File: config.mk
export PLATFORM = sky130hd
export DESIGN_NAME = ext_amp_ctrl
export DESIGN_NICKNAME = d
export VERILOG_FILES = /design/src/uart_pkg.sv /design/src/cat_pkg.sv /design/src/axil_freq_regs.sv /design/src/bin_to_bcd.sv /design/src/cat_cmd_sequencer.sv /design/src/uart_tx.sv /design/src/ext_amp_ctrl.sv
export SDC_FILE = /design/constraint.sdc
export NUM_CORES = 1
export LEC_CHECK = 0
export ABC_AREA = 0
export ABC_CLOCK_PERIOD_IN_PS = 9900
export BUFFER_PORTS_ARGS = -buffer_cell sky130_fd_sc_hd__buf_2
export CAP_MARGIN = 40
export CORE_UTILIZATION = 62
export CTS_CLUSTER_SIZE = 40
export DETAILED_ROUTE_END_ITERATION = 8
export GPL_TIMING_DRIVEN = 0
export PLACE_DENSITY = 0.82
export SYNTH_ARGS = -nofsm -noshare
export SYNTH_HDL_FRONTEND = slang
export SYNTH_SLANG_ARGS = --single-unit
export TNS_END_PERCENT = 30
File: constraint.sdc
create_clock -name clk -period 9.9 [get_ports clk]
set_input_delay 0.99 -clock clk [delete_from_list [all_inputs] [get_ports clk]]
set_output_delay 0.99 -clock clk [all_outputs]
set_load 0.03 [all_outputs]
File: src/uart_pkg.sv
package uart_pkg;

  // --------------------
  // Line timing
  // --------------------

  // System clock feeding the transmitter
  localparam logic [31:0] CLK_FREQ_HZ = 32'd250_000_000;

  // Line rate, chosen for 16 clocks per bit
  localparam logic [31:0] BAUD_RATE = 32'd15_625_000;

  // Clocks per bit on the line
  localparam logic [31:0] CLKS_PER_BIT = CLK_FREQ_HZ / BAUD_RATE;

  // --------------------
  // Data types
  // --------------------

  // One 8N1 character, sent LSB first
  typedef logic [7:0] uart_byte_t;

endpackage

File: src/cat_pkg.sv
package cat_pkg;

  // --------------------
  // Frequency and BCD
  // --------------------

  // VFO A frequency in hertz
  typedef logic [31:0] freq_t;

  // Eight packed BCD digits, most significant digit in [31:28]
  typedef logic [31:0] bcd_t;

  // Smallest refused frequency, since eight digits hold up to 99,999,999
  localparam freq_t FREQ_LIMIT = 32'd100_000_000;

  // --------------------
  // FA command
  // --------------------

  // "FA" + eleven digits + ";"
  localparam int unsigned CMD_LEN = 14;

  localparam uart_pkg::uart_byte_t ASCII_F    = 8'h46;
  localparam uart_pkg::uart_byte_t ASCII_A    = 8'h41;
  localparam uart_pkg::uart_byte_t ASCII_ZERO = 8'h30;
  localparam uart_pkg::uart_byte_t ASCII_SEMI = 8'h3b;

  // --------------------
  // AXI4-Lite map
  // --------------------

  typedef logic [3:0]  axil_addr_t;
  typedef logic [31:0] axil_data_t;

  // Frequency register, read/write
  localparam axil_addr_t REG_FREQ   = 4'h0;
  // Status, bit 0 busy and bit 1 pending
  localparam axil_addr_t REG_STATUS = 4'h4;

  localparam logic [1:0] RESP_OKAY   = 2'b00;
  localparam logic [1:0] RESP_SLVERR = 2'b10;

endpackage

File: src/axil_freq_regs.sv
`timescale 1ns/1ps

module axil_freq_regs (
  input  logic                clk,
  input  logic                reset,
  // Write address
  input  cat_pkg::axil_addr_t awaddr,
  input  logic                awvalid,
  output logic                awready,
  // Write data, strobes are taken as all-ones
  input  cat_pkg::axil_data_t wdata,
  input  logic [3:0]          wstrb,
  input  logic                wvalid,
  output logic                wready,
  // Write response
  output logic [1:0]          bresp,
  output logic                bvalid,
  input  logic                bready,
  // Read address
  input  cat_pkg::axil_addr_t araddr,
  input  logic                arvalid,
  output logic                arready,
  // Read data
  output cat_pkg::axil_data_t rdata,
  output logic [1:0]          rresp,
  output logic                rvalid,
  input  logic                rready,
  // To the command sequencer
  output cat_pkg::freq_t      new_freq,
  output logic                new_freq_valid,
  // Status from the command sequencer
  input  logic                busy,
  input  logic                pending
);

  import cat_pkg::*;

  freq_t freq_reg;
  logic  wr_fire;
  logic  rd_fire;
  logic  wr_is_freq;
  logic  wr_in_range;
  logic  wr_freq_ok;
  logic  wr_err;

  // Handshake completes while the ready pulse is up
  assign wr_fire = awready && wready && awvalid && wvalid;
  assign rd_fire = arready && arvalid;

  // Write decode
  assign wr_is_freq  = (awaddr == REG_FREQ);
  assign wr_in_range = (wdata < FREQ_LIMIT);
  assign wr_freq_ok  = wr_is_freq && wr_in_range;
  // Unmapped address or out of range frequency
  assign wr_err = !(wr_is_freq || (awaddr == REG_STATUS)) || (wr_is_freq && !wr_in_range);

  assign new_freq = freq_reg;

  // --------------------
  // Write channel
  // --------------------

  always_ff @(posedge clk) begin
    if (reset) begin
      awready        <= 1'b0;
      wready         <= 1'b0;
      bvalid         <= 1'b0;
      new_freq_valid <= 1'b0;
      freq_reg       <= '0;
    end else begin
      // One-cycle ready pulse once address and data are both offered,
      // held off while a response still waits for bready
      awready <= !awready && awvalid && wvalid && !bvalid;
      wready  <= !awready && awvalid && wvalid && !bvalid;

      // Every accepted frequency goes to the sequencer, even a repeat
      new_freq_valid <= wr_fire && wr_freq_ok;
      if (wr_fire && wr_freq_ok) begin
        freq_reg <= wdata;
      end

      if (wr_fire) begin
        bvalid <= 1'b1;
      end else if (bready) begin
        bvalid <= 1'b0;
      end
    end
  end

  always_ff @(posedge clk) begin
    if (wr_fire) begin
      bresp <= wr_err ? RESP_SLVERR : RESP_OKAY;
    end
  end

  // --------------------
  // Read channel
  // --------------------

  always_ff @(posedge clk) begin
    if (reset) begin
      arready <= 1'b0;
      rvalid  <= 1'b0;
    end else begin
      arready <= !arready && arvalid && !rvalid;
      if (rd_fire) begin
        rvalid <= 1'b1;
      end else if (rready) begin
        rvalid <= 1'b0;
      end
    end
  end

  always_ff @(posedge clk) begin
    if (rd_fire) begin
      case (araddr)
        REG_FREQ: begin
          rdata <= axil_data_t'(freq_reg);
          rresp <= RESP_OKAY;
        end
        REG_STATUS: begin
          rdata <= axil_data_t'({pending, busy});
          rresp <= RESP_OKAY;
        end
        default: begin
          rdata <= '0;
          rresp <= RESP_SLVERR;
        end
      endcase
    end
  end

endmodule

File: src/bin_to_bcd.sv
`timescale 1ns/1ps

module bin_to_bcd (
  input  logic           clk,
  input  logic           reset,
  input  logic           conv_start,
  input  cat_pkg::freq_t bin_value,
  output logic           conv_done,
  output cat_pkg::bcd_t  bcd_value
);

  import cat_pkg::*;

  typedef enum logic [1:0] {
    ST_IDLE,
    ST_ADJUST,
    ST_SHIFT,
    ST_DONE
  } state_t;

  state_t     state;
  logic [4:0] step_cnt;
  freq_t      bin_reg;
  bcd_t       bcd_reg;
  bcd_t       bcd_adj;

  // Add 3 to every digit of 5 or more before the next shift
  always_comb begin
    for (int i = 0; i < $bits(bcd_t) / 4; i++) begin
      bcd_adj[4*i +: 4] = (bcd_reg[4*i +: 4] >= 4'd5) ? bcd_reg[4*i +: 4] + 4'd3
                                                       : bcd_reg[4*i +: 4];
    end
  end

  // --------------------
  // Step FSM
  // --------------------

  // Load, then 32 adjust/shift pairs, then one done cycle
  always_ff @(posedge clk) begin
    if (reset) begin
      state    <= ST_IDLE;
      step_cnt <= '0;
    end else begin
      case (state)
        ST_IDLE: begin
          if (conv_start) begin
            state    <= ST_ADJUST;
            step_cnt <= '0;
          end
        end
        ST_ADJUST: begin
          state <= ST_SHIFT;
        end
        ST_SHIFT: begin
          // Last bit of the binary word shifted in
          if (step_cnt == 5'($bits(freq_t) - 1)) begin
            state <= ST_DONE;
          end else begin
            step_cnt <= step_cnt + 5'd1;
            state    <= ST_ADJUST;
          end
        end
        default: begin
          state <= ST_IDLE;
        end
      endcase
    end
  end

  // Datapath, binary word shifts MSB first into the digit field
  always_ff @(posedge clk) begin
    if ((state == ST_IDLE) && conv_start) begin
      bcd_reg <= '0;
      bin_reg <= bin_value;
    end else if (state == ST_ADJUST) begin
      bcd_reg <= bcd_adj;
    end else if (state == ST_SHIFT) begin
      {bcd_reg, bin_reg} <= {bcd_reg[$bits(bcd_t)-2:0], bin_reg, 1'b0};
    end
  end

  assign conv_done = (state == ST_DONE);
  // Held until the next load
  assign bcd_value = bcd_reg;

endmodule

File: src/cat_cmd_sequencer.sv
`timescale 1ns/1ps

module cat_cmd_sequencer (
  input  logic                 clk,
  input  logic                 reset,
  input  cat_pkg::freq_t       new_freq,
  input  logic                 new_freq_valid,
  input  logic                 conv_done,
  input  cat_pkg::bcd_t        bcd_value,
  input  logic                 tx_ready,
  output logic                 busy,
  output logic                 pending,
  output logic                 conv_start,
  output cat_pkg::freq_t       bin_value,
  output uart_pkg::uart_byte_t tx_data,
  output logic                 tx_valid
);

  import cat_pkg::*;
  import uart_pkg::*;

  typedef enum logic [1:0] {
    ST_IDLE,
    ST_CONVERT,
    ST_SEND
  } state_t;

  state_t     state;
  freq_t      last_freq;
  freq_t      pend_freq;
  freq_t      next_last;
  logic       pend_valid;
  logic       take;
  logic [3:0] byte_idx;
  logic [3:0] digit_idx;
  bcd_t       digit_field;
  uart_byte_t digit_char;

  // Pending value moves into conversion when idle
  assign take      = (state == ST_IDLE) && pend_valid;
  // What counts as already sent after this edge
  assign next_last = take ? pend_freq : last_freq;

  assign busy      = (state != ST_IDLE);
  assign pending   = pend_valid;
  assign tx_valid  = (state == ST_SEND);
  // Last sent value is also the converter input
  assign bin_value = last_freq;

  // --------------------
  // Pending slot
  // --------------------

  // Newest write wins, one value deep
  always_ff @(posedge clk) begin
    if (reset) begin
      pend_valid <= 1'b0;
    end else if (new_freq_valid) begin
      // A repeat of the sent value cancels anything older
      pend_valid <= (new_freq != next_last);
    end else if (take) begin
      pend_valid <= 1'b0;
    end
  end

  always_ff @(posedge clk) begin
    if (new_freq_valid && (new_freq != next_last)) begin
      pend_freq <= new_freq;
    end
  end

  // --------------------
  // Command FSM
  // --------------------

  always_ff @(posedge clk) begin
    if (reset) begin
      state      <= ST_IDLE;
      last_freq  <= '0;
      conv_start <= 1'b0;
      byte_idx   <= '0;
    end else begin
      conv_start <= 1'b0;
      case (state)
        ST_IDLE: begin
          if (take) begin
            last_freq  <= pend_freq;
            conv_start <= 1'b1;
            state      <= ST_CONVERT;
          end
        end
        ST_CONVERT: begin
          if (conv_done) begin
            byte_idx <= '0;
            state    <= ST_SEND;
          end
        end
        ST_SEND: begin
          // Bytes go back to back, paced by the transmitter
          if (tx_valid && tx_ready) begin
            if (byte_idx == 4'(CMD_LEN - 1)) begin
              state <= ST_IDLE;
            end else begin
              byte_idx <= byte_idx + 4'd1;
            end
          end
        end
        default: begin
          state <= ST_IDLE;
        end
      endcase
    end
  end

  // --------------------
  // Byte select
  // --------------------

  // Digits sit in bytes 5 to 12, most significant first
  always_comb begin
    digit_idx   = byte_idx - 4'd5;
    digit_field = bcd_value << {digit_idx, 2'b00};
    digit_char  = ASCII_ZERO | {4'h0, digit_field[31:28]};
    case (byte_idx)
      4'd0:       tx_data = ASCII_F;
      4'd1:       tx_data = ASCII_A;
      // Three leading zeros pad the 8 digits to 11
      4'd2, 4'd3, 4'd4: tx_data = ASCII_ZERO;
      4'd13:      tx_data = ASCII_SEMI;
      default:    tx_data = digit_char;
    endcase
  end

endmodule

File: src/uart_tx.sv
`timescale 1ns/1ps

module uart_tx (
  input  logic                 clk,
  input  logic                 reset,
  input  uart_pkg::uart_byte_t tx_data,
  input  logic                 tx_valid,
  output logic                 tx_ready,
  output logic                 uart_txd
);

  import uart_pkg::*;

  logic [15:0] baud_cnt;
  logic [3:0]  bit_cnt;
  logic [9:0]  shift_reg;
  logic        active;
  logic        bit_tick;
  logic        frame_end;

  // End of the current bit
  assign bit_tick  = (baud_cnt == 16'd0);
  // Leave one stop cycle to idle, so a new byte starts right after it
  assign frame_end = (bit_cnt == 4'd0) && (baud_cnt == 16'd1);

  assign tx_ready = !active;
  // Line idles high
  assign uart_txd = shift_reg[0];

  // --------------------
  // Frame shifter
  // --------------------

  always_ff @(posedge clk) begin
    if (reset) begin
      active    <= 1'b0;
      baud_cnt  <= '0;
      bit_cnt   <= '0;
      shift_reg <= '1;
    end else if (tx_valid && !active) begin
      // Stop, data LSB first, start
      active    <= 1'b1;
      baud_cnt  <= 16'(CLKS_PER_BIT - 1);
      bit_cnt   <= 4'd9;
      shift_reg <= {1'b1, tx_data, 1'b0};
    end else if (active) begin
      if (frame_end) begin
        active <= 1'b0;
      end
      if (bit_tick) begin
        baud_cnt  <= 16'(CLKS_PER_BIT - 1);
        bit_cnt   <= bit_cnt - 4'd1;
        // Ones fill in behind the stop bit
        shift_reg <= {1'b1, shift_reg[9:1]};
      end else begin
        baud_cnt <= baud_cnt - 16'd1;
      end
    end
  end

endmodule

File: src/ext_amp_ctrl.sv
`timescale 1ns/1ps

module ext_amp_ctrl (
  input  logic                clk,
  input  logic                reset,
  input  cat_pkg::axil_addr_t awaddr,
  input  logic                awvalid,
  output logic                awready,
  input  cat_pkg::axil_data_t wdata,
  input  logic [3:0]          wstrb,
  input  logic                wvalid,
  output logic                wready,
  output logic [1:0]          bresp,
  output logic                bvalid,
  input  logic                bready,
  input  cat_pkg::axil_addr_t araddr,
  input  logic                arvalid,
  output logic                arready,
  output cat_pkg::axil_data_t rdata,
  output logic [1:0]          rresp,
  output logic                rvalid,
  input  logic                rready,
  output logic                uart_txd
);

  import cat_pkg::*;
  import uart_pkg::*;

  // Register slave and sequencer
  freq_t      new_freq;
  logic       new_freq_valid;
  logic       busy;
  logic       pending;
  // Sequencer and converter
  logic       conv_start;
  logic       conv_done;
  freq_t      bin_value;
  bcd_t       bcd_value;
  // Sequencer and transmitter
  uart_byte_t tx_data;
  logic       tx_valid;
  logic       tx_ready;

  axil_freq_regs u_regs (
    .clk            (clk),
    .reset          (reset),
    .awaddr         (awaddr),
    .awvalid        (awvalid),
    .awready        (awready),
    .wdata          (wdata),
    .wstrb          (wstrb),
    .wvalid         (wvalid),
    .wready         (wready),
    .bresp          (bresp),
    .bvalid         (bvalid),
    .bready         (bready),
    .araddr         (araddr),
    .arvalid        (arvalid),
    .arready        (arready),
    .rdata          (rdata),
    .rresp          (rresp),
    .rvalid         (rvalid),
    .rready         (rready),
    .new_freq       (new_freq),
    .new_freq_valid (new_freq_valid),
    .busy           (busy),
    .pending        (pending)
  );

  cat_cmd_sequencer u_seq (
    .clk            (clk),
    .reset          (reset),
    .new_freq       (new_freq),
    .new_freq_valid (new_freq_valid),
    .conv_done      (conv_done),
    .bcd_value      (bcd_value),
    .tx_ready       (tx_ready),
    .busy           (busy),
    .pending        (pending),
    .conv_start     (conv_start),
    .bin_value      (bin_value),
    .tx_data        (tx_data),
    .tx_valid       (tx_valid)
  );

  bin_to_bcd u_bcd (
    .clk        (clk),
    .reset      (reset),
    .conv_start (conv_start),
    .bin_value  (bin_value),
    .conv_done  (conv_done),
    .bcd_value  (bcd_value)
  );

  uart_tx u_tx (
    .clk      (clk),
    .reset    (reset),
    .tx_data  (tx_data),
    .tx_valid (tx_valid),
    .tx_ready (tx_ready),
    .uart_txd (uart_txd)
  );

endmodule

==> flow_metrics.py, run 1 <==
metrics = {
    "run_status": {
        "outcome": "completed",
    },
    "clock_tree": {
        "clkLatencyLatePin_ns": 0.52,
        "cts_setup_buffers": 0,
        "h-tree-depth": 1,
        "cts_tree": "done",
        "cts_max_path_buffers": 3,
        "cts_resized": 0,
        "clk_pin_slew_worst_paths_ns": 0.06,
        "cts.sinks": 244,
        "holdBufCountCts": 0,
        "numCtsBuffers": 24,
        "root_buffer": "clkbuf_16",
    },
    "final_layout": {
        "final_common_cell": "dfxtp_1",
        "finish.utilization_pct": 73.43,
        "final_cell_mix": "146 x dfxtp_1, 119 x nand2_1, 101 x nor2_1",
        "area_delta_synth_final_pct": 14.48,
        "fill_cells": 1202,
        "nets": 1291,
        "n_antenna_cell": 0,
        "layout-drive-gt1-share_pct": 16.00,
    },
    "routing": {
        "wl_mm": 27.80,
        "first_pass_iters": 6,
        "drc": 0,
        "vias": 8954,
        "routedWlPerCell_um": 19.09,
        "via_per_inst": 6.150,
        "drtIter0Drc": 963,
        "ant_nets": 0,
    },
    "yosys": {
        "async_flop_share_pct": 0,
        "yosysTopAreaCell": "edfxtp_1",
        "synthTopCellsByArea": "edfxtp_1 26%, dfxtp_1 26%, nand2_1 4.0%",
        "postSynthCellCount": 1097,
        "yosys_warnings": 0,
        "yosysUniqueCellTypes": 65,
        "synth_seq_cells": 244,
        "synth-main-ff-cell": "dfxtp_1",
        "synth_edf_count": 98,
        "ys_seq_area_share_pct": 52.51,
        "yosysTopAreaCellShare_pct": 26.34,
        "syn-mean-instance-area_um2": 10.18,
        "synth_area_um2": 11170,
    },
    "floorplan": {
        "initial_utilization_pct": 64.14,
        "dieArea_um2": 18560,
        "die_h_um": 136.2,
        "die_w_um": 136.2,
        "core_um2": 17420,
        "ios": 93,
        "rows": 48,
    },
    "job": {
        "maxCapViolations": 0,
    },
    "worst_setup_path": {
        "cp-start-kind": "register",
        "critPathKind": "register to register",
        "cp_max_fo": 20,
        "critPathRequiredTime_ns": 10.18,
        "crit_path_end_kind": "register",
        "arrival_ns": 3.83,
    },
    "grt": {
        "grt_pass1_vias": 8272,
        "grt_max_degree": 34,
        "grt_use_total_pct": 30.20,
        "antenna_found_initial": 1,
        "grt_first_pass_wirelength_mm": 43.28,
        "grt_overflow": 0,
    },
    "timing": {
        "fin_tns_setup_ns": 0,
        "fin_crit_sh_pct": 35.83,
        "fin_skew_ns": 0.01713,
        "rsz0062_at_grt": "no",
        "final-setup-viol-count": 0,
        "hold_viol": 0,
        "relSlewSlack_pct": 44.80,
        "period_minus_slack_ns": 3.547,
        "fmax_mhz": 281.9,
        "drv_slew": 0,
        "worst_pin_slew_ns": 0.8259,
    },
    "min_path": {
        "hold_path.class": "register to register",
    },
    "placement": {
        "routabilityCongestion": 0.8955,
        "dp_hpwl_mm": 18.85,
        "port_buffers": 85,
    },
    "power": {
        "p_per_area_nw_per_um2": 170.3,
        "p_leak_nw": 5.079,
        "ir_worst_vdd_mv": 0.1290,
    },
}
==> critical path: stages, from the launching register on <==
cell,delay (ns)
dfxtp_1,0.44
nor3b_4,0.57
buf_2,0.39
mux2i_1,0.32
a2bb2oi_1,0.24
nand4_1,0.13
nor4_1,0.56
a21boi_4,0.37
buf_8,0.27
==> power breakdown <==
part	total, mW	internal, mW	switching (mW)
sequential	1.09	1.07	0.0278
combinational	0.139	0.0590	0.0802
clock	0.945	0.560	0.386
total	2.18	1.68	0.494
==> synthesized netlist by cell type, types with 11 or more instances <==
library cell,number
mux2i_1,34
a21oi_1,82
mux2_2,33
nor4_1,14
xnor2_1,27
xor2_1,18
nand2_1,119
nand3b_1,14
nor3_1,28
buf_2,12
edfxtp_1,98
ha_1,27
inv_1,45
dfxtp_1,146
nor2_1,102
nand2b_1,16
clkbuf_1,37
a221oi_1,11
and2_1,21
nor3b_1,19
or3_1,12
o21ai_0,35
==> final cells by class <==
cell class	count	area (um2)	area share, %
buffer	58	255.2	1.996
clock buffer	34	720.7	5.635
clock inverter	10	103.9	0.8121
inverter	45	168.9	1.321
multi-input combinational	751	4905	38.35
sequential	244	5866	45.87
tap	225	281.5	2.201
timing repair buffer	89	488.0	3.816
==> path summary, 6_finish.rpt <==
| path | from | endpoint | slack (ns) | cells after the start |
|---|---|---|---|---|
| worst max-delay path | u_seq.pending | u_seq.pend_freq[15] | 6.35 | 8 |
| worst min-delay path | u_regs.bvalid | u_regs.awready | 0.44 | 1 |
| worst max register to register | u_seq.pending | u_seq.pend_freq[15] | 6.35 | 8 |
| worst min register to register | u_regs.bvalid | u_regs.awready | 0.44 | 1 |
==> metrics by stage <==
stage	cell area [um2]	worst slack, ns	power (mW)	instances	hold WS [ns]
2_1_floorplan	11170	5.592	1.204	1098	0.4352
3_3_place_gp	11880	3.687	1.243	1408	0.4265
3_5_place_dp	11960	6.485	1.251	1412	0.4239
4_1_cts	12790	6.428	2.176	1456	0.4419
5_1_grt	12790	6.243	2.236	1456	0.4562
6_report	12790	6.353	2.177	1456	0.4421
==> kinds of logic after synthesis <==
| kind of cell | synth area share (%) |
|---|---|
| and+or+nand+nor | 17.93 |
| DFF | 52.51 |
| AOI/OAI and AO/OA | 11.19 |
| buffers and inverters | 3.797 |
| muxes | 7.986 |
| xor gates and xnor gates | 3.528 |
| adders and majority gates | 3.024 |
| other | 0.03357 |
==> routing by layer <==
layer,GRT usage (%),part of all wire [%],wire (um)
met5,0,0.029,8
met4,10.62,2.5,696
met3,4.586,9.1,2535
met2,48.84,47,12950
met1,41.27,42,11600
No activity file was read; power rests on OpenSTA's default activity.
==> run 2, diff against run 1 <==
--- a/config.mk
+++ b/config.mk
@@ -5,15 +5,15 @@
 export SDC_FILE = /design/constraint.sdc
 export NUM_CORES = 1
 export LEC_CHECK = 0
-export ABC_AREA = 0
-export ABC_CLOCK_PERIOD_IN_PS = 9900
+export ABC_AREA = 1
+export ABC_CLOCK_PERIOD_IN_PS = 3600
 export BUFFER_PORTS_ARGS = -buffer_cell sky130_fd_sc_hd__buf_2
 export CAP_MARGIN = 40
-export CORE_UTILIZATION = 62
+export CORE_UTILIZATION = 60
 export CTS_CLUSTER_SIZE = 40
 export DETAILED_ROUTE_END_ITERATION = 8
 export GPL_TIMING_DRIVEN = 0
-export PLACE_DENSITY = 0.82
+export PLACE_DENSITY = 0.8
 export SYNTH_ARGS = -nofsm -noshare
 export SYNTH_HDL_FRONTEND = slang
 export SYNTH_SLANG_ARGS = --single-unit
==> constraint.sdc (replaced) <==
create_clock -name clk -period 3.6 [get_ports clk]
set_input_delay 0.36 -clock clk [delete_from_list [all_inputs] [get_ports clk]]
set_output_delay 0.36 -clock clk [all_outputs]
set_load 0.03 [all_outputs]
==> run 2 against run 1 <==
Net effect: non-clock buffer count grew 4; die area grew 6.9%; count of clock-buffer cells in the layout shrank 8; sequential cell count is the same; synthesized cell count grew 31%; clock power grew to 3.2 times the previous value; largest cell class unchanged; design area grew 4.1%; register-to-register slack lost 5.6 ns.
==> flow_metrics.py, run 2 <==
metrics = {
    "timing": {
        "worst_slack_ns": 0.7445,
        "fin_crit_sh_pct": 79.32,
        "fmax_mhz": 350.2,
        "hold_viol": 0,
        "period_minus_slack_ns": 2.856,
        "fin_tns_setup_ns": 0,
        "worst_pin_slew_ns": 0.8707,
        "fin_skew_ns": 0.01417,
        "relSlewSlack_pct": 41.96,
        "holdWs_ns": 0.05874,
        "rsz0062_at_grt": "no",
        "final-setup-viol-count": 0,
        "drv_slew": 0,
    },
    "yosys": {
        "ys_seq_area_share_pct": 50.73,
        "yosysTopAreaCell": "edfxtp_1",
        "yosysTopAreaCellShare_pct": 25.45,
        "syn-mean-instance-area_um2": 8.074,
        "synth_area_um2": 11560,
        "async_flop_share_pct": 0,
        "synth_most_common_cell": "nand2_1",
        "synthTopCellsByArea": "edfxtp_1 25%, dfxtp_1 25%, nand2_1 11%",
        "synth_seq_cells": 244,
        "synth-main-ff-cell": "dfxtp_1",
        "postSynthCellCount": 1432,
        "synth_edf_count": 98,
        "yosysUniqueCellTypes": 48,
        "yosys_warnings": 0,
        "synth_common_cells": "329 x nand2_1, 175 x nor2_1, 164 x inv_1, 146 x dfxtp_1, 98 x edfxtp_1",
    },
    "grt": {
        "grt_pass1_vias": 9350,
        "grt_overflow": 0,
        "grt_use_total_pct": 29.00,
        "grt_first_pass_wirelength_mm": 45.75,
        "antenna_found_initial": 0,
        "grt_max_degree": 22,
    },
    "power": {
        "power_mw": 6.529,
        "ir_worst_vdd_mv": 0.3437,
        "p_per_area_nw_per_um2": 490.6,
        "p_leak_nw": 6.037,
    },
    "placement": {
        "pre_cts_ws_ns": 0.8273,
        "routabilityCongestion": 0.9342,
        "port_buffers": 85,
        "dp_hpwl_mm": 19.62,
    },
    "floorplan": {
        "die_w_um": 140.8,
        "core_um2": 18770,
        "rows": 50,
        "die_h_um": 140.8,
        "dieArea_um2": 19830,
        "initial_utilization_pct": 61.61,
        "ios": 93,
    },
    "worst_setup_path": {
        "critPathRequiredTime_ns": 3.83,
        "critPathKind": "register to register",
        "cp-startpoint": "u_seq.pending",
        "arrival_ns": 3.09,
        "cp_max_fo": 18,
        "endpoint": "u_seq.pend_freq[3]",
        "reg2reg_from": "u_seq.pending",
        "crit_path_end_kind": "register",
        "reg2reg_to": "u_seq.pend_freq[3]",
        "cp-start-kind": "register",
        "r2r_cells": 13,
        "r2r_setup_slack_ns": 0.74,
    },
    "clock_tree": {
        "cts_max_path_buffers": 3,
        "cts_resized": 0,
        "clk_pin_slew_worst_paths_ns": 0.07,
        "numCtsBuffers": 25,
        "holdBufCountCts": 0,
        "cts_setup_buffers": 0,
        "cts.sinks": 244,
        "clkLatencyLatePin_ns": 0.53,
        "root_buffer": "clkbuf_16",
        "h-tree-depth": 1,
        "cts_tree": "done",
    },
    "routing": {
        "drtIter0Drc": 777,
        "ant_nets": 0,
        "wl_mm": 28.44,
        "drc": 0,
        "first_pass_iters": 5,
        "via_per_inst": 5.592,
        "vias": 10070,
        "routedWlPerCell_um": 15.79,
    },
    "final_layout": {
        "final_cell_mix": "329 x nand2_1, 175 x nor2_1, 164 x inv_1",
        "fill_cells": 1471,
        "layout-drive-gt1-share_pct": 13.40,
        "nets": 1626,
        "area_delta_synth_final_pct": 15.10,
        "final_common_cell": "nand2_1",
        "n_antenna_cell": 0,
    },
    "min_path": {
        "hold_path.class": "input port to register",
    },
    "run_status": {
        "outcome": "completed",
    },
    "job": {
        "maxCapViolations": 0,
    },
}
-- run 2: changes by cell type in the layout (fill, tap and decap cells not counted), sizes merged, moves of 16 or more --
cell / previous run / this run
nand2: 119 / 336
inv: 45 / 182
nor2: 102 / 184
nand3: 9 / 90
o21ai: 43 / 84
mux2i: 34 / 0
mux2: 33 / 0
xnor2: 27 / 3
a31oi: 6 / 28
a21oi: 82 / 64
nor3b: 20 / 2
a211oi: 3 / 19
nand2b: 16 / 0
-- run 2: how the worst min path moves through the flow --
stage                              from                  end  depth (start not counted)
finish                         wdata[6]   u_regs.new_freq[6]                          3
global route                   wdata[6]   u_regs.new_freq[6]                          3
CTS                            wdata[6]   u_regs.new_freq[6]                          3
detailed placement       u_regs.arready       u_regs.arready                          1
global placement         u_regs.arready       u_regs.arready                          1
floorplan           u_regs.new_freq[13]  u_seq.pend_freq[13]                          0
-- run 2: layout make-up --
class                      count  area (um2)  area share, %
buffer                        63       301.5          2.266
clock buffer                  26       639.4          4.804
clock inverter                20       314.1          2.360
inverter                     180       680.7          5.115
multi-input combinational    946        4718          35.45
sequential                   244        5866          44.08
tap                          234       292.8          2.200
timing repair buffer          88       495.5          3.723
-- run 2: critical path: stages (launching register included) --
cell and delay (ns):
dfxtp_1 0.30, buf_2 0.14, clkbuf_1 0.53, nand3_1 0.19, nand3_1 0.12, nand2_1 0.05, nand2_1 0.06, nor2_1 0.04
nand2_1 0.10, nor2_1 0.06, nand2_1 0.06, nand2_1 0.07, inv_1 0.57, buf_16 0.24
-- run 2: kinds of logic after synthesis --
logic type / share of synthesized area [%]
buffers and inverters: 8.495
AOI/OAI and AO/OA: 10.97
and+or+nand+nor: 26.24
adders and majority gates: 2.922
xor gates and xnor gates: 0.6060
DFF: 50.73
other: 0.03243
-- run 2: where the power goes --
part	internal (mW)	switching [mW]
Sequential	2.96	0.0902
Clock	1.87	1.13
Combinational	0.192	0.295
-- run 2: stage by stage --
stage / cells / utilization, % / area (um2)
3_5_place_dp: 1755 / 65.83 / 12350
4_1_cts: 1801 / 70.91 / 13310
5_1_grt: 1801 / 70.91 / 13310
6_report: 1801 / 70.91 / 13310
3_3_place_gp: 1752 / 65.45 / 12280
2_1_floorplan: 1433 / - / 11570
-- run 2: layer usage --
metal  vias to the layer above  part of all wire, %  global-route usage, %
met1                      4657                   43                  39.24
met5                         -                    0                      0
met2                       423                   46                  48.15
met4                         0                  2.6                  8.982
met3                        66                  8.4                  4.382
li1                       4926                    -                      -
